<file path="src/common/capi_pkg.sv">
package capi_pkg;

  //////////////////////////////////////////////////
  // Host interface widths
  //////////////////////////////////////////////////

  localparam int TAG_W      = 8;   // Command and response tag
  localparam int ADDR_W     = 64;  // Host effective address
  localparam int HALF_W     = 512; // One buffer write beat
  localparam int BUF_ADDR_W = 6;   // Buffer write address
  localparam int SIZE_W     = 12;  // Command byte count

  // Tag kept apart for the descriptor read
  localparam logic [TAG_W-1:0] WED_TAG = 8'hFE;

  // Full 128 byte cacheline
  localparam logic [SIZE_W-1:0] WED_READ_SIZE = 12'h080;

  //////////////////////////////////////////////////
  // Command and response codes
  //////////////////////////////////////////////////

  typedef enum logic [12:0] {
    INVALID    = 13'h0000, // No command
    READ_CL_NA = 13'h0A00  // Read line, no allocation
  } capi_command_t;

  typedef enum logic [7:0] {
    DONE   = 8'h00, // Command completed
    AERROR = 8'h01, // Address translation error
    FAILED = 8'h08, // Command failed
    PAGED  = 8'h0A  // Page fault pending
  } capi_response_t;

endpackage

</file>
<file path="src/common/wed_pkg.sv">
package wed_pkg;

  // Controller states
  typedef enum logic [2:0] {
    WED_RESET,
    WED_IDLE,
    WED_REQ,
    WED_WAIT,
    WED_DONE
  } wed_state_t;

  //////////////////////////////////////////////////
  // Descriptor layout inside the cacheline
  //////////////////////////////////////////////////

  localparam int LINE_W = 2 * capi_pkg::HALF_W; // Both halves

  localparam int SRC_W     = 64;
  localparam int DST_W     = 64;
  localparam int SIZE_W    = 32;
  localparam int FLAGS_W   = 32;
  localparam int SRC_LSB   = 0;                     // Half 0
  localparam int DST_LSB   = 64;                    // Half 0
  localparam int SIZE_LSB  = capi_pkg::HALF_W;      // Half 1
  localparam int FLAGS_LSB = capi_pkg::HALF_W + 32; // Half 1

  typedef struct packed {
    logic [FLAGS_W-1:0] flags;
    logic [SIZE_W-1:0]  size;
    logic [DST_W-1:0]   dst;
    logic [SRC_W-1:0]   src;
  } wed_t;

  function automatic wed_t map_to_wed(input logic [LINE_W-1:0] line);
    wed_t wed;
    wed.src   = line[SRC_LSB +: SRC_W];
    wed.dst   = line[DST_LSB +: DST_W];
    wed.size  = line[SIZE_LSB +: SIZE_W];
    wed.flags = line[FLAGS_LSB +: FLAGS_W];
    return wed;
  endfunction

endpackage

</file>
<file path="src/hdl/response_timer.sv">
module response_timer #(
  parameter int timeout_cycles = 64 // Must be at least 2
) (
  input  logic clock,
  input  logic rstn,
  input  logic timer_start,
  input  logic timer_stop,
  output logic timeout
);

  localparam int count_w = $clog2(timeout_cycles + 1);

  logic               running;
  logic [count_w-1:0] count;

  always_ff @(posedge clock or negedge rstn) begin
    if (!rstn) begin
      running <= 1'b0;
      count   <= '0;
    end else if (timer_start) begin
      running <= 1'b1;
      count   <= count_w'(2);    // Reissue path adds two edges
    end else if (timer_stop || timeout) begin
      running <= 1'b0;           // One shot
    end else if (running) begin
      count   <= count + 1'b1;
    end
  end

  assign timeout = running && (count == count_w'(timeout_cycles));

endmodule

</file>
<file path="src/hdl/wed_fetch_top.sv">
module wed_fetch_top #(
  parameter int timeout_cycles = 64 // Cycles from command to reissue
) (
  input  logic                                   clock,
  input  logic                                   rstn,
  input  logic                                   enabled,
  input  logic [capi_pkg::ADDR_W-1:0]            wed_address,
  input  logic                                   wed_release,
  input  logic                                   command_full,
  input  logic                                   write_valid,
  input  logic [capi_pkg::TAG_W-1:0]             write_tag,
  input  logic [capi_pkg::BUF_ADDR_W-1:0]        write_address,
  input  logic [capi_pkg::HALF_W-1:0]            write_data,
  input  logic                                   response_valid,
  input  logic [capi_pkg::TAG_W-1:0]             response_tag,
  input  capi_pkg::capi_response_t               response_code,
  output logic                                   command_valid,
  output capi_pkg::capi_command_t                command_opcode,
  output logic [capi_pkg::TAG_W-1:0]             command_tag,
  output logic [capi_pkg::ADDR_W-1:0]            command_address,
  output logic [capi_pkg::SIZE_W-1:0]            command_size,
  output logic                                   wed_valid,
  output logic [wed_pkg::SRC_W-1:0]              wed_src,
  output logic [wed_pkg::DST_W-1:0]              wed_dst,
  output logic [wed_pkg::SIZE_W-1:0]             wed_size,
  output logic [wed_pkg::FLAGS_W-1:0]            wed_flags
);

  logic                       timer_start;
  logic                       timer_stop;
  logic                       timeout;
  logic                       capture_enable;
  logic                       line_clear;
  logic [wed_pkg::LINE_W-1:0] line;

  wed_control u_wed_control (.*);

  response_timer #(
    .timeout_cycles(timeout_cycles)
  ) u_response_timer (
    .clock      (clock),
    .rstn       (rstn),
    .timer_start(timer_start),
    .timer_stop (timer_stop),
    .timeout    (timeout)
  );

  wed_line_assembler u_wed_line_assembler (
    .clock         (clock),
    .rstn          (rstn),
    .capture_enable(capture_enable),
    .line_clear    (line_clear),
    .write_valid   (write_valid),
    .write_tag     (write_tag),
    .write_address (write_address),
    .write_data    (write_data),
    .line          (line)
  );

endmodule

</file>
<file path="src/wed_control/wed_control.sv">
module wed_control (
  input  logic                            clock,
  input  logic                            rstn,
  input  logic                            enabled,
  input  logic [capi_pkg::ADDR_W-1:0]     wed_address,
  input  logic                            wed_release,
  input  logic                            command_full,
  input  logic                            response_valid,
  input  logic [capi_pkg::TAG_W-1:0]      response_tag,
  input  capi_pkg::capi_response_t        response_code,
  input  logic                            timeout,
  input  logic [wed_pkg::LINE_W-1:0]      line,
  output logic                            command_valid,
  output capi_pkg::capi_command_t         command_opcode,
  output logic [capi_pkg::TAG_W-1:0]      command_tag,
  output logic [capi_pkg::ADDR_W-1:0]     command_address,
  output logic [capi_pkg::SIZE_W-1:0]     command_size,
  output logic                            timer_start,
  output logic                            timer_stop,
  output logic                            capture_enable,
  output logic                            line_clear,
  output logic                            wed_valid,
  output logic [wed_pkg::SRC_W-1:0]       wed_src,
  output logic [wed_pkg::DST_W-1:0]       wed_dst,
  output logic [wed_pkg::SIZE_W-1:0]      wed_size,
  output logic [wed_pkg::FLAGS_W-1:0]     wed_flags
);

  wed_pkg::wed_state_t current_state, next_state;
  wed_pkg::wed_t       wed_fields;

  logic resp_hit, resp_done, start_fetch, issue, retry;

  assign resp_hit    = response_valid && (response_tag == capi_pkg::WED_TAG);
  assign resp_done   = resp_hit && (response_code == capi_pkg::DONE);
  assign start_fetch = (current_state == wed_pkg::WED_IDLE) && enabled &&
                       !wed_valid && !command_full;
  assign issue       = (current_state == wed_pkg::WED_REQ) && !command_full;
  // DONE wins over a timeout in the same cycle
  assign retry       = (current_state == wed_pkg::WED_WAIT) && !resp_done &&
                       (resp_hit || timeout);

  assign timer_start    = issue;
  assign timer_stop     = (current_state == wed_pkg::WED_WAIT) && resp_hit;
  assign capture_enable = (current_state == wed_pkg::WED_WAIT);
  assign line_clear     = start_fetch || retry; // Fresh line per attempt
  assign wed_fields     = wed_pkg::map_to_wed(line);

  //////////////////////////////////////////////////
  // State machine
  //////////////////////////////////////////////////

  always_ff @(posedge clock or negedge rstn) begin
    if (!rstn) current_state <= wed_pkg::WED_RESET;
    else       current_state <= next_state;
  end

  always_comb begin
    next_state = wed_pkg::WED_IDLE;
    case (current_state)
      wed_pkg::WED_RESET: next_state = wed_pkg::WED_IDLE;
      wed_pkg::WED_IDLE:  next_state = start_fetch ? wed_pkg::WED_REQ : wed_pkg::WED_IDLE;
      wed_pkg::WED_REQ:   next_state = issue ? wed_pkg::WED_WAIT : wed_pkg::WED_REQ;
      wed_pkg::WED_WAIT: begin
        if (resp_done)  next_state = wed_pkg::WED_DONE;
        else if (retry) next_state = wed_pkg::WED_REQ;  // Failure or timeout
        else            next_state = wed_pkg::WED_WAIT;
      end
      wed_pkg::WED_DONE:  next_state = wed_pkg::WED_IDLE;
      default:            next_state = wed_pkg::WED_IDLE;
    endcase
  end

  //////////////////////////////////////////////////
  // Command and descriptor outputs
  //////////////////////////////////////////////////

  always_ff @(posedge clock or negedge rstn) begin
    if (!rstn) begin
      command_valid <= 1'b0;
      wed_valid     <= 1'b0;
    end else begin
      command_valid <= issue;                                   // One cycle pulse
      if (current_state == wed_pkg::WED_DONE) wed_valid <= 1'b1;
      else if (wed_release)                   wed_valid <= 1'b0; // Held for consumer
    end
  end

  always_ff @(posedge clock) begin
    if (current_state == wed_pkg::WED_RESET) begin
      command_opcode <= capi_pkg::INVALID; // Clean bus after reset
      command_tag    <= '0;
    end else if (issue) begin
      command_opcode  <= capi_pkg::READ_CL_NA;
      command_tag     <= capi_pkg::WED_TAG;
      command_address <= wed_address;
      command_size    <= capi_pkg::WED_READ_SIZE;
    end
    if (current_state == wed_pkg::WED_DONE) begin
      wed_src   <= wed_fields.src;
      wed_dst   <= wed_fields.dst;
      wed_size  <= wed_fields.size;
      wed_flags <= wed_fields.flags;
    end
  end

endmodule

</file>
<file path="src/wed_control/wed_line_assembler.sv">
module wed_line_assembler (
  input  logic                              clock,
  input  logic                              rstn,
  input  logic                              capture_enable,
  input  logic                              line_clear,
  input  logic                              write_valid,
  input  logic [capi_pkg::TAG_W-1:0]        write_tag,
  input  logic [capi_pkg::BUF_ADDR_W-1:0]   write_address,
  input  logic [capi_pkg::HALF_W-1:0]       write_data,
  output logic [wed_pkg::LINE_W-1:0]        line
);

  logic                            write_valid_q;
  logic [capi_pkg::TAG_W-1:0]      write_tag_q;
  logic [capi_pkg::BUF_ADDR_W-1:0] write_address_q;
  logic [capi_pkg::HALF_W-1:0]     write_data_q;
  logic [capi_pkg::HALF_W-1:0]     half_0, half_1;
  logic                            hit;

  //////////////////////////////////////////////////
  // Latch the buffer write port
  //////////////////////////////////////////////////

  always_ff @(posedge clock or negedge rstn) begin
    if (!rstn) write_valid_q <= 1'b0;
    else       write_valid_q <= write_valid;
  end

  always_ff @(posedge clock) begin
    write_tag_q     <= write_tag;
    write_address_q <= write_address;
    write_data_q    <= write_data;
  end

  // Only descriptor beats count
  assign hit = capture_enable && write_valid_q && (write_tag_q == capi_pkg::WED_TAG);

  always_ff @(posedge clock) begin
    if (line_clear) begin
      half_0 <= '0;
      half_1 <= '0;
    end else if (hit) begin
      if (write_address_q == 6'd0) half_0 <= write_data_q; // Bytes 0 to 63
      if (write_address_q == 6'd1) half_1 <= write_data_q; // Bytes 64 to 127
    end
  end

  assign line = {half_1, half_0};

endmodule

</file>
<file path="config.mk">
export PLATFORM = sky130hd
export DESIGN_NAME = wed_fetch_top
export DESIGN_NICKNAME = d
export VERILOG_FILES = /design/src/common/capi_pkg.sv /design/src/common/wed_pkg.sv /design/src/hdl/response_timer.sv /design/src/hdl/wed_fetch_top.sv /design/src/wed_control/wed_control.sv /design/src/wed_control/wed_line_assembler.sv
export SDC_FILE = /design/constraint.sdc
export NUM_CORES = 1
export LEC_CHECK = 0
export ABC_AREA = 1
export BUFFER_PORTS_ARGS = -buffer_cell sky130_fd_sc_hd__buf_2
export CAP_MARGIN = 20
export CORE_AREA = 2 2 352 354
export CTS_CLUSTER_DIAMETER = 50
export DETAILED_ROUTE_END_ITERATION = 8
export DIE_AREA = 0 0 354 356
export PLACE_DENSITY = 0.71
export SETUP_SLACK_MARGIN = 0.05
export SYNTH_ARGS = -nofsm -noshare
export SYNTH_HDL_FRONTEND = slang
export SYNTH_HIERARCHICAL = 1
export SYNTH_SLANG_ARGS = --single-unit
</file>
<file path="constraint.sdc">
create_clock -name clock -period 9.9 [get_ports clock]
set_clock_uncertainty 0.1 [all_clocks]
set_input_delay 0.99 -clock clock [delete_from_list [all_inputs] [get_ports clock]]
set_output_delay 0.99 -clock clock [all_outputs]
set_load 0.005 [all_outputs]
</file>
After elaboration in Yosys (flattened, before gate mapping). Index checks and enable logic that the tools add are counted.

Register bits: 606. Input port bits: 613. Output and inout port bits: 291. Logic and storage cells: 69.

Add/subtract/negate cells: 1. Eq/ne operators: 9. Muxes and demuxes: 12. Bitwise gates (word level): 1. Reduce and logical (&&, ||, !) cells: 28.

Operators with widths (number): two-way mux 7 bit (3); equality test 8 bit (second input constant) (2); logical AND 1 bit (12); case mux 3 bit (3 select lines) (1); zero test 8 bit (1); AND reduction 2 bit (4); adder 7 x 1 -> 7 bit (second input constant) (1); equality test 7 bit (second input constant) (1); equality test 3 x 2 -> 1 bit (second input constant) (2); equality test 6 x 1 -> 1 bit (second input constant) (1); zero test 6 bit (1); two-way mux 1 bit (6); nonzero test 2 bit (3); equality test 3 x 1 -> 1 bit (second input constant) (1); equality test 3 bit (second input constant) (1); zero test 1 bit (3); zero test 3 bit (1); logical OR 1 bit (3); two-way mux 3 bit (1); two-way mux 2 bit (1); != test 2 bit (second input constant) (1); inverter 1 bit (1).

Logic depth before layout (Yosys ltp). Gate-level depths: netlist (run 1).

Word-level depth: 9. Mapped depth: 16. Gate-level depth less buffers: 13.

Cells and area by module. Netlist (run 1), hierarchy kept.

Modules (own cells, without submodules): wed_line_assembler (times used 1, cells an instance 6635, area an instance 51785.9 µm², seq. area each 31054.8 µm²); wed_control (times used 1, cells an instance 350, area an instance 8351.8 µm², seq. area each 7832.5 µm²); response_timer (times used 1, cells an instance 63, area an instance 488.0 µm², seq. area each 200.2 µm²).

Least setup slack after synthesis (run 1). No wires, ideal clock.

Path type: register to register. Start: register u_wed_control.current_state[1]. End: register u_wed_control/wed_dst[0] in the netlist's numbering (enable). Setup time: 0.544 ns. Data arrival time: 4.360 ns. Data required time: 9.256 ns. Setup slack: 4.895 ns. Cell stages (with the launch flop): 4. Buffers on the path: 0. Period minus slack after synthesis: 5.005 ns. Cell sequence: dfrtp_1 nor2_1 nand2_1 inv_1.

Longest elaborated chain between the ends: 1.

Ends and longest elaborated chain: start: declaration (RTL line wed_control.sv:29) `wed_pkg::wed_state_t current_state, next_state;`; start signal: assignment (RTL line wed_control.sv:54) `if (!rstn) current_state <= wed_pkg::WED_RESET;`; start signal: assignment (RTL line wed_control.sv:55) `else current_state <= next_state;`; equality test 3 bit (RTL line wed_control.sv:99) `if (current_state == wed_pkg::WED_DONE) begin`; end signal: assignment (RTL line wed_control.sv:101) `wed_dst <= wed_fields.dst;`; end: declaration (RTL line wed_control.sv:24) `output logic [wed_pkg::DST_W-1:0] wed_dst,`.

No other way between the ends. A chain may end at the register's enable or synchronous reset.

Final worst setup path (run 1).
Start: register u_wed_control.current_state[2]. End: register u_wed_line_assembler/half_1[1] in the netlist's numbering.

Elaborated cells on any way between the ends: 11. Those cells by class: eq/ne (2); reduce/logical (9).

RTL lines: equality test 3 x 2 -> 1 bit (*) (RTL line wed_control.sv:45) `assign capture_enable = (current_state == wed_pkg::WED_WAIT);`; named net capture_enable (RTL line wed_fetch_top.sv:32) `logic capture_enable;`; logical AND 1 bit (on tied branches) (2 in a row) (RTL line wed_line_assembler.sv:36, wed_control.sv:40); AND reduction 2 bit (no source line) / logical OR 1 bit (equally long branches); end signal: assignment (RTL line wed_line_assembler.sv:44) `if (write_address_q == 6'd1) half_1 <= write_data_q;`; end: declaration (RTL line wed_line_assembler.sv:17) `logic [capi_pkg::HALF_W-1:0] half_0, half_1;`.

The timed path passes the listed nets; every way through them passes the cells marked *.

==> flow_summary.json, run 1 <==
{
  "grt_max_degree": 118,
  "crit_buf_inv": 3,
  "r2r_slack_ns": 5.67,
  "die_w_um": 354,
  "finalHoldViolCount": 0,
  "critical_path.most_common_cell": "nand2_1",
  "io_port_bufs": 495,
  "post-place-cells": 3807,
  "root_buffer_selected_by_cts": "clkbuf_16",
  "antenna_found_initial": 20,
  "arrival_ns": 4.68,
  "nets": 2869,
  "final_core_util": 0.216,
  "min_path_type": "input port to async pin",
  "cts_tree": "yes",
  "wl_met1_mm": 22.0,
  "crit_path_top_delay_cell": "nor2_4",
  "fp-row-count": 129,
  "multiInputGateArea_mm2": 0.00383,
  "r2r_end": "u_wed_line_assembler/half_1[1]",
  "met3RoutedLength_mm": 7.35,
  "cts.sinks": 605,
  "hpwlAfterDp_mm": 38.5,
  "ant_nets": 0,
  "final_cells": 3962,
  "power.static_leakage_nw": 10.9,
  "seqCellArea_mm2": 0.0147,
  "worst_reg2reg_path_length_in_cells": 12,
  "status": "finished clean",
  "worstSetupStartpoint": "u_wed_control/current_state[2]",
  "floorplan.initialDensity": 0.161,
  "fill_cells": 13200,
  "finalSetupViolCount": 0,
  "areaGrowthSynthToFinish_pct": 34.3,
  "clk_latency_ns": 0.66,
  "detail_route.wl_per_cell_um": 14.2,
  "critical_path.cell_chain": "inv_2, nand2_4, nor2_4, nand2_1, nor2_1, nand2_1, nor2_4, buf_4, buf_4, nand3_1, nand2_1, nor2_1",
  "critPathCaptureType": "flip-flop",
  "unrepaired_setup_endpoints_after_global_routing": "false",
  "grt_first_pass_wirelength_mm": 81.2,
  "boundaryPins": 904,
  "wl_mm": 56.4,
  "leftover_overflow_at_the_end_of_global_routing": 0,
  "worstMarginPinSlew_ns": 1.01,
  "crit_path_max_incr_delay_ns": 0.76,
  "globalplace.congestion": 0.753,
  "core-area_mm2": 0.123,
  "crit_path_max_fanout": 57,
  "yosysWarnings": 6,
  "cts_repair_resize_count": 0,
  "timing_worst_setup_path_type": "flip-flop to flip-flop",
  "min_period_over_period": 0.428,
  "grt_pass1_vias": 13200,
  "number_of_gates_on_the_worst_path_with_buffers_counted": 12,
  "syn_area_per_cell_um2": 11.1,
  "maxCapViolations": 0,
  "dr_wl_met2_mm": 24.9,
  "post_drt_via_cell_ratio": 3.40,
  "cts.path.max_buffers": 3,
  "dr_total_vias": 13500,
  "grt_use_total": 0.0880,
  "min_period_ns": 4.23,
  "slew_viol_final": 0,
  "number_of_buffers_created_by_cts": 82,
  "cts.reportedPaths.clkPinSlew_ns": 0.06,
  "minimum_hold_slack_ns": 0.125,
  "die_y_um": 356,
  "fmax_mhz": 236,
  "crit_path_start_kind": "flip-flop",
  "setup_tns_ns": 0,
  "drc_errors": 0,
  "vdd_ir_drop_max_mv": 0.216,
  "post_synth_instance_area_mm2": 0.0197,
  "cts_setup_buffers": 0,
  "rel_slew_slack": 0.328,
  "r2r-start": "u_wed_control/current_state[2]",
  "timing.critical_path.max_delay_family": "simple AND/OR/NAND/NOR gates",
  "pwr_density_cell_mw_per_mm2": 224,
  "highest_layer": "met5",
  "h-tree-depth": 3,
  "dr.first_iter.drc_count": 539,
  "drive_gt1_frac": 0.290,
  "die_area_mm2": 0.126,
  "cp.required_ns": 10.35,
  "total_power_mw": 5.92,
  "postSynthCellCount": 1770,
  "detail_route.first_pass.iterations": 6,
  "cts_hold_buffers": 0
}
-- where the power goes --
group	switching [mW]	leakage (nW)	internal, mW
sequential	0.0450	4.84	2.68
combinational	0.221	4.80	0.139
clock	1.18	1.31	1.66
total	1.44	10.9	4.48
-- worst max path at each step --
stage,slack (ns),end
CTS,5.55,u_wed_line_assembler/half_1[1]
global route,5.29,u_wed_line_assembler/half_1[1]
global placement,5.61,u_wed_line_assembler/half_1[1]
finish,5.67,u_wed_line_assembler/half_1[1]
detailed placement,5.57,u_wed_line_assembler/half_1[1]
floorplan,4.90,u_wed_control/wed_dst[0]
-- worst reg2reg max path: stages, from the launching register on --
cell,delay [ns]
dfrtp_1,0.41
inv_2,0.11
nand2_4,0.07
nor2_4,0.16
nand2_1,0.22
nor2_1,0.32
nand2_1,0.14
nor2_4,0.76
buf_4,0.68
buf_4,0.62
nand3_1,0.37
nand2_1,0.13
nor2_1,0.05
-- area by class of cell --
type | instances | area share
Clock inverter | 45 | 0.0177
Timing Repair Buffer | 510 | 0.0978
Tap cell | 1637 | 0.0773
Sequential cell | 605 | 0.557
Inverter | 152 | 0.0221
Antenna cell | 3 | 0.000283
Clock buffer | 107 | 0.0837
Multi-Input combinational cell | 903 | 0.144
-- stage by stage --
step / setup WS [ns] / cell area [um^2]
after detailed placement: 5.57 / 23800
final: 5.67 / 26500
after global placement: 5.61 / 23800
after floorplan: 4.90 / 19800
after CTS: 5.55 / 26500
after global routing: 5.29 / 26500
-- registers in the layout (all words and copies together), names as in the netlist, 6 cells and up --
| register | count |
|---|---|
| u_wed_line_assembler/write_address_q | 6 |
| u_wed_line_assembler/write_tag_q | 8 |
| u_wed_line_assembler/write_data_q | 128 |
| u_wed_control/wed_size | 32 |
| u_wed_line_assembler/half_1 | 64 |
| u_wed_line_assembler/half_0 | 128 |
| u_wed_control/command_address | 64 |
| u_wed_control/wed_src | 64 |
| u_wed_control/wed_dst | 64 |
| u_wed_control/wed_flags | 32 |
| u_response_timer/count | 7 |
-- cells in the final DEF, fill, tap and decap left out, types with 2 or more instances in the layout --
cell / n
clkbuf_16: 83
nand3_1: 210
clkinv_8: 8
clkinvlp_4: 3
nand2_1: 229
clkbuf_8: 5
buf_2: 495
edfxtp_1: 256
xnor2_1: 2
dfrtp_1: 14
clkinv_2: 8
nor2_4: 8
clkinv_1: 2
inv_2: 8
inv_6: 8
clkbuf_1: 19
o21ai_1: 6
nor2_2: 3
ha_1: 2
dfxtp_1: 335
nand2_2: 3
inv_8: 11
inv_1: 141
conb_1: 24
buf_4: 15
clkinv_4: 5
nor2_1: 404
diode_2: 3
-- per-layer routing --
metal	vias to the layer above	track usage
met1	6207	0.0961
met3	143	0.0531
met5	-	0
li1	6583	-
met4	26	0.0394
met2	531	0.136
Power figures use the tool's default switching activity.
==> run 2, diff against run 1 <==
==> constraint.sdc (replaced) <==
create_clock -name clock -period 4.4 [get_ports clock]
set_clock_uncertainty 0.1 [all_clocks]
set_input_delay 0.44 -clock clock [delete_from_list [all_inputs] [get_ports clock]]
set_output_delay 0.44 -clock clock [all_outputs]
set_load 0.005 [all_outputs]
==> run 2 against run 1 <==
  * Worst setup slack got worse by 4.5 ns
  * Non-clock buffer count is 217 higher
  * Critical path depth fell by 2
  * Final cell count grew 5.5%
  * Wire length rose by 8.1%
  * Combinational power rose to 2.8 times the previous value
  * Largest cell class unchanged
==> flow_summary.json, run 2 (synthesis gave the netlist of run 1 again) <==
{
  "number_of_buffers_created_by_cts": 82,
  "drc_errors": 0,
  "fill_cells": 12900,
  "slew_viol_final": 0,
  "fp-row-count": 129,
  "cp.required_ns": 4.89,
  "areaGrowthSynthToFinish_pct": 46.1,
  "unrepaired_setup_endpoints_after_global_routing": "false",
  "pwr_density_cell_mw_per_mm2": 474,
  "hpwlAfterDp_mm": 38.4,
  "crit_path_start_kind": "flip-flop",
  "grt_max_degree": 120,
  "crit_path_max_incr_delay_ns": 0.86,
  "power.static_leakage_nw": 11.9,
  "combinationalPowerShare": 0.073,
  "grt_use_total": 0.0940,
  "cts_tree": "yes",
  "detail_route.first_pass.iterations": 5,
  "io_port_bufs": 495,
  "dr.first_iter.drc_count": 723,
  "antenna_found_initial": 12,
  "drive_gt1_frac": 0.266,
  "seqCellArea_mm2": 0.0147,
  "mostFrequentLayoutCell": "buf_2",
  "total_power_mw": 13.6,
  "boundaryPins": 904,
  "min_period_over_period": 0.733,
  "r2r_end": "u_wed_line_assembler/half_1[19]",
  "timing_worst_setup_path_type": "flip-flop to flip-flop",
  "power.switching_fraction": 0.249,
  "vdd_ir_drop_max_mv": 0.348,
  "final_core_util": 0.235,
  "biggestRegsByFlops": "u_wed_line_assembler/half_0 x128, u_wed_line_assembler/write_data_q x128",
  "critPathCaptureType": "flip-flop",
  "status": "finished clean",
  "h-tree-depth": 3,
  "ant_nets": 0,
  "floorplan.initialDensity": 0.161,
  "globalplace.congestion": 0.768,
  "detail_route.wl_per_cell_um": 14.6,
  "wl_mm": 60.9,
  "r2r-start": "u_wed_control/current_state[2]",
  "multiInputGateArea_mm2": 0.00383,
  "crit_path_max_fanout": 28,
  "p_int_mw": 10.3,
  "maxCapViolations": 0,
  "die_w_um": 354,
  "switching_power_summed_over_all_nets_mw": 3.39,
  "die_area_mm2": 0.126,
  "fmax_mhz": 310,
  "leftover_overflow_at_the_end_of_global_routing": 0,
  "finalHoldViolCount": 0,
  "nets": 3086,
  "arrival_ns": 3.72,
  "worstMarginPinSlew_ns": 0.932,
  "clk_latency_ns": 0.67,
  "min_period_ns": 3.23,
  "critical_path.cell_chain": "inv_2, nand2_4, nor2_4, nand2_1, nor2_1, nand3_1, nor2_4, buf_12, nor2_1, nor2_1",
  "r2r_slack_ns": 1.17,
  "root_buffer_selected_by_cts": "clkbuf_16",
  "worst_reg2reg_path_length_in_cells": 10,
  "rel_slew_slack": 0.378,
  "dr_total_vias": 14500,
  "cts.sinks": 605,
  "cts.path.max_buffers": 3,
  "post_drt_via_cell_ratio": 3.47,
  "most-common-layout-cells": "495 x buf_2, 404 x nor2_1, 335 x dfxtp_1",
  "grt_first_pass_wirelength_mm": 87.9,
  "core-area_mm2": 0.123,
  "power.sequential.fraction": 0.450,
  "cts.reportedPaths.clkPinSlew_ns": 0.06,
  "worstSetupStartpoint": "u_wed_control/current_state[2]",
  "die_y_um": 356,
  "cts_setup_buffers": 0,
  "grt_pass1_vias": 14600,
  "min_path_type": "input port to async pin",
  "critical_path.most_common_cell": "nor2_1",
  "crit_path_top_delay_cell": "nor2_4",
  "finalSetupViolCount": 0,
  "power.clock.fraction": 0.477,
  "setup_tns_ns": 0
}
[run 2: cell types whose count changed in the layout (fill, tap and decap cells not counted), sizes merged]
cell	change
clkbuf	-1
inv	+6
bufinv	+1
dlygate4sd3	+214
clkinv	-5
buf	+3
clkinvlp	+1
[run 2: how the worst max path moves through the flow]
stage | endpoint
floorplan | u_wed_control/command_address[0]
global placement | u_wed_line_assembler/half_1[11]
detailed placement | u_wed_line_assembler/half_1[2]
CTS | u_wed_line_assembler/half_1[19]
global route | u_wed_line_assembler/half_1[19]
finish | u_wed_line_assembler/half_1[19]
[run 2: power by group through the flow]
stage | sequential, mW | combinational (mW) | clock [mW]
after detailed placement | 6.25 | 0.847 | 0
after floorplan | 6.25 | 0.525 | 0
final | 6.14 | 1.00 | 6.51
after global placement | 6.24 | 0.829 | 0
after global routing | 6.15 | 1.12 | 6.96
after CTS | 6.14 | 1.01 | 6.72
[run 2: through the flow]
| stage | area [um^2] | setup WS (ns) | hold slack, ns | cells |
|---|---|---|---|---|
| global placement | 23900 | 1.14 | 0.280 | 3810 |
| finish | 28800 | 1.17 | 0.135 | 4181 |
| CTS | 28800 | 1.02 | 0.0410 | 4178 |
| global route | 28800 | 0.953 | 0.0974 | 4180 |
| floorplan | 19800 | 0.480 | 0.0444 | 1792 |
| detailed placement | 23900 | 1.08 | 0.284 | 3810 |
[run 2: layout make-up]
cell class                      count  area share
Tap cell                         1637      0.0711
Clock inverter                     48      0.0191
Multi-Input combinational cell    903       0.133
Clock buffer                      106      0.0757
Antenna cell                        3    0.000260
Sequential cell                   605       0.512
Timing Repair Buffer              727       0.169
Inverter                          152      0.0202
[run 2: repair_timing]
item                      CTS  global route
hold buffers              214             0
hold endpoints to repair  224             0
resized for setup           0             0
[run 2: metal layers]
layer / vias up / share of wire / track usage
met5: - / 0.0017 / 0
met4: 18 / 0.030 / 0.0386
met3: 123 / 0.11 / 0.0482
met2: 558 / 0.46 / 0.153
met1: 6788 / 0.40 / 0.103
li1: 7010 / - / -
[run 2: worst max-delay path: cells and delay by family, from the launching register on]
kind / cells / cell delay (ns)
AND/OR/NAND/NOR: 8 / 2.20
buffers and inverters: 2 / 0.39
flip-flops: 1 / 0.40
==> run 3, diff against run 2 <==
==> constraint.sdc (replaced) <==
create_clock -name clock -period 3.3 [get_ports clock]
set_clock_uncertainty 0.1 [all_clocks]
set_input_delay 0.33 -clock clock [delete_from_list [all_inputs] [get_ports clock]]
set_output_delay 0.33 -clock clock [all_outputs]
set_load 0.005 [all_outputs]
==> run 3 against run 2 <==
  * Worst setup slack lost 1.0 ns
  * Highest routed layer unchanged
  * Wire length is essentially flat
  * Largest power group is now registers
  * Sequential share of layout area is essentially flat
  * Largest cell class unchanged
  * Critical path type is now input port to flip-flop
==> flow_summary.json, run 3 (synthesis gave the netlist of run 1 again) <==
{
  "rel_slew_slack": 0.418,
  "number_of_buffers_created_by_cts": 77,
  "vdd_ir_drop_max_mv": 0.505,
  "antenna_found_initial": 15,
  "die_area_mm2": 0.126,
  "min_period_ns": 3.12,
  "cts.reportedPaths.clkPinSlew_ns": 0.06,
  "grt_max_degree": 78,
  "clk_latency_ns": 0.66,
  "post_drt_via_cell_ratio": 3.46,
  "r2r_slack_ns": 0.61,
  "power.clock.fraction": 0.461,
  "timing_worst_setup_path_type": "input port to flip-flop",
  "most-common-layout-cells": "495 x buf_2, 403 x nor2_1, 335 x dfxtp_1",
  "power.sequential.fraction": 0.461,
  "pwr_density_cell_mw_per_mm2": 616,
  "cts_tree": "yes",
  "p_int_mw": 13.4,
  "maxCapViolations": 0,
  "worstMarginPinSlew_ns": 0.873,
  "die_y_um": 356,
  "areaGrowthSynthToFinish_pct": 46.2,
  "slew_viol_final": 0,
  "critPathCaptureType": "flip-flop",
  "floorplan.initialDensity": 0.161,
  "hold_path_cells": 2,
  "fp-row-count": 129,
  "switching_power_summed_over_all_nets_mw": 4.33,
  "dpl-instance-area_mm2": 0.0240,
  "hold-path-endpoint": "u_wed_line_assembler/write_data_q[59]",
  "finalHoldViolCount": 0,
  "drc_errors": 0,
  "cp.required_ns": 3.72,
  "h-tree-depth": 3,
  "status": "finished clean",
  "r2r_end": "u_wed_line_assembler/half_0[29]",
  "post-route-cell-area_mm2": 0.0288,
  "dr_total_vias": 14500,
  "crit_path_max_fanout": 2,
  "wl_mm": 61.0,
  "combinationalPowerShare": 0.078,
  "hpwlAfterDp_mm": 39.4,
  "biggestRegsByFlops": "u_wed_line_assembler/half_0 x128, u_wed_line_assembler/write_data_q x128",
  "root_buffer_selected_by_cts": "clkbuf_16",
  "grt_first_pass_wirelength_mm": 88.5,
  "cts.sinks": 605,
  "worst_reg2reg_path_length_in_cells": 10,
  "detail_route.first_pass.iterations": 5,
  "mostFrequentLayoutCell": "buf_2",
  "cts.path.max_buffers": 3,
  "fmax_mhz": 320,
  "globalplace.congestion": 0.775,
  "boundaryPins": 904,
  "min_path_type": "input port to flip-flop",
  "grt_pass1_vias": 14900,
  "die_w_um": 354,
  "r2r-start": "u_wed_control/current_state[2]",
  "detail_route.wl_per_cell_um": 14.5,
  "dr.first_iter.drc_count": 796,
  "total_power_mw": 17.7,
  "unrepaired_setup_endpoints_after_global_routing": "false",
  "power.switching_fraction": 0.244,
  "power.static_leakage_nw": 11.9,
  "ant_nets": 0,
  "launch_instance_of_the_worst_min_delay_path": "write_data[59]",
  "io_port_bufs": 495,
  "drive_gt1_frac": 0.269,
  "nets": 3100,
  "leftover_overflow_at_the_end_of_global_routing": 0,
  "grt_use_total": 0.0945,
  "arrival_ns": 3.54,
  "min_period_over_period": 0.946,
  "timing.final.ws_setup_ns": 0.178,
  "core-area_mm2": 0.123,
  "detailedPlace.worstSlack_ns": 0.451,
  "finalSetupViolCount": 0,
  "crit_path_start_kind": "input port"
}
-- run 3: power by group through the flow --
| stage | clock network (mW) | registers, mW | logic [mW] |
|---|---|---|---|
| 4_1_cts | 8.40 | 8.18 | 1.37 |
| 6_report | 8.18 | 8.19 | 1.38 |
| 3_3_place_gp | 0 | 8.34 | 1.11 |
| 2_1_floorplan | 0 | 8.33 | 0.703 |
| 3_5_place_dp | 0 | 8.34 | 1.13 |
| 5_1_grt | 8.72 | 8.21 | 1.53 |
-- run 3: final cells by class --
cell class	count	area (um^2)
Clock buffer	102	2160
Tap cell	1637	2050
Fill cell	12800	93800
Timing Repair Buffer	746	5060
Multi-Input combinational cell	903	3830
Sequential cell	605	14700
Antenna cell	6	15.0
Clock inverter	40	380
Inverter	152	582
-- run 3: routing by layer --
metal / wire [um] / vias to the layer above / global-route usage
li1: - / 7038 / -
met1: 24500 / 6742 / 0.106
met2: 28100 / 590 / 0.155
met3: 6300 / 125 / 0.0437
met4: 1890 / 20 / 0.0388
met5: 132 / - / 0
-- run 3: per-stage QoR --
step            util  instances  setup TNS (ns)  hold slack, ns
2_1_floorplan      -       1792         -113.20         -0.0656
5_1_grt        0.235       4188               0           0.147
4_1_cts        0.235       4186               0           0.120
3_5_place_dp   0.196       3820               0           0.146
6_report       0.235       4191               0           0.204
3_3_place_gp   0.196       3820               0           0.142
-- run 3: how the worst max path moves through the flow --
stage	depth (start not counted)	to	from	slack (ns)
global placement	10	u_wed_line_assembler/half_0[22]	u_wed_control/current_state[2]	0.50
floorplan	3	u_wed_control/wed_dst[0]	u_wed_control/current_state[1]	-0.59
CTS	12	u_wed_control/current_state[1]	response_code[4]	0.20
global route	11	u_wed_control/current_state[1]	response_tag[1]	0.11
detailed placement	10	u_wed_line_assembler/half_0[31]	u_wed_control/current_state[2]	0.45
finish	11	u_wed_control/current_state[1]	response_tag[1]	0.18
-- run 3: repair_timing --
action                                 CTS  global route
endpoints found under the hold margin  227             0
gates resized for setup                  0             3
hold buffers                           224             0
setup endpoints to repair                0            16
buffers inserted                         0             0
-- run 3: critical path, cell delays in order --
cell	delay (ns)
dlygate4sd3_1	0.53
buf_2	0.11
nand2_1	0.04
dlygate4sd3_1	0.57
nor2_1	0.11
dlygate4sd3_1	0.54
nand2_1	0.07
dlygate4sd3_1	0.57
nand2_1	0.06
nand3_1	0.05
dlygate4sd3_1	0.56
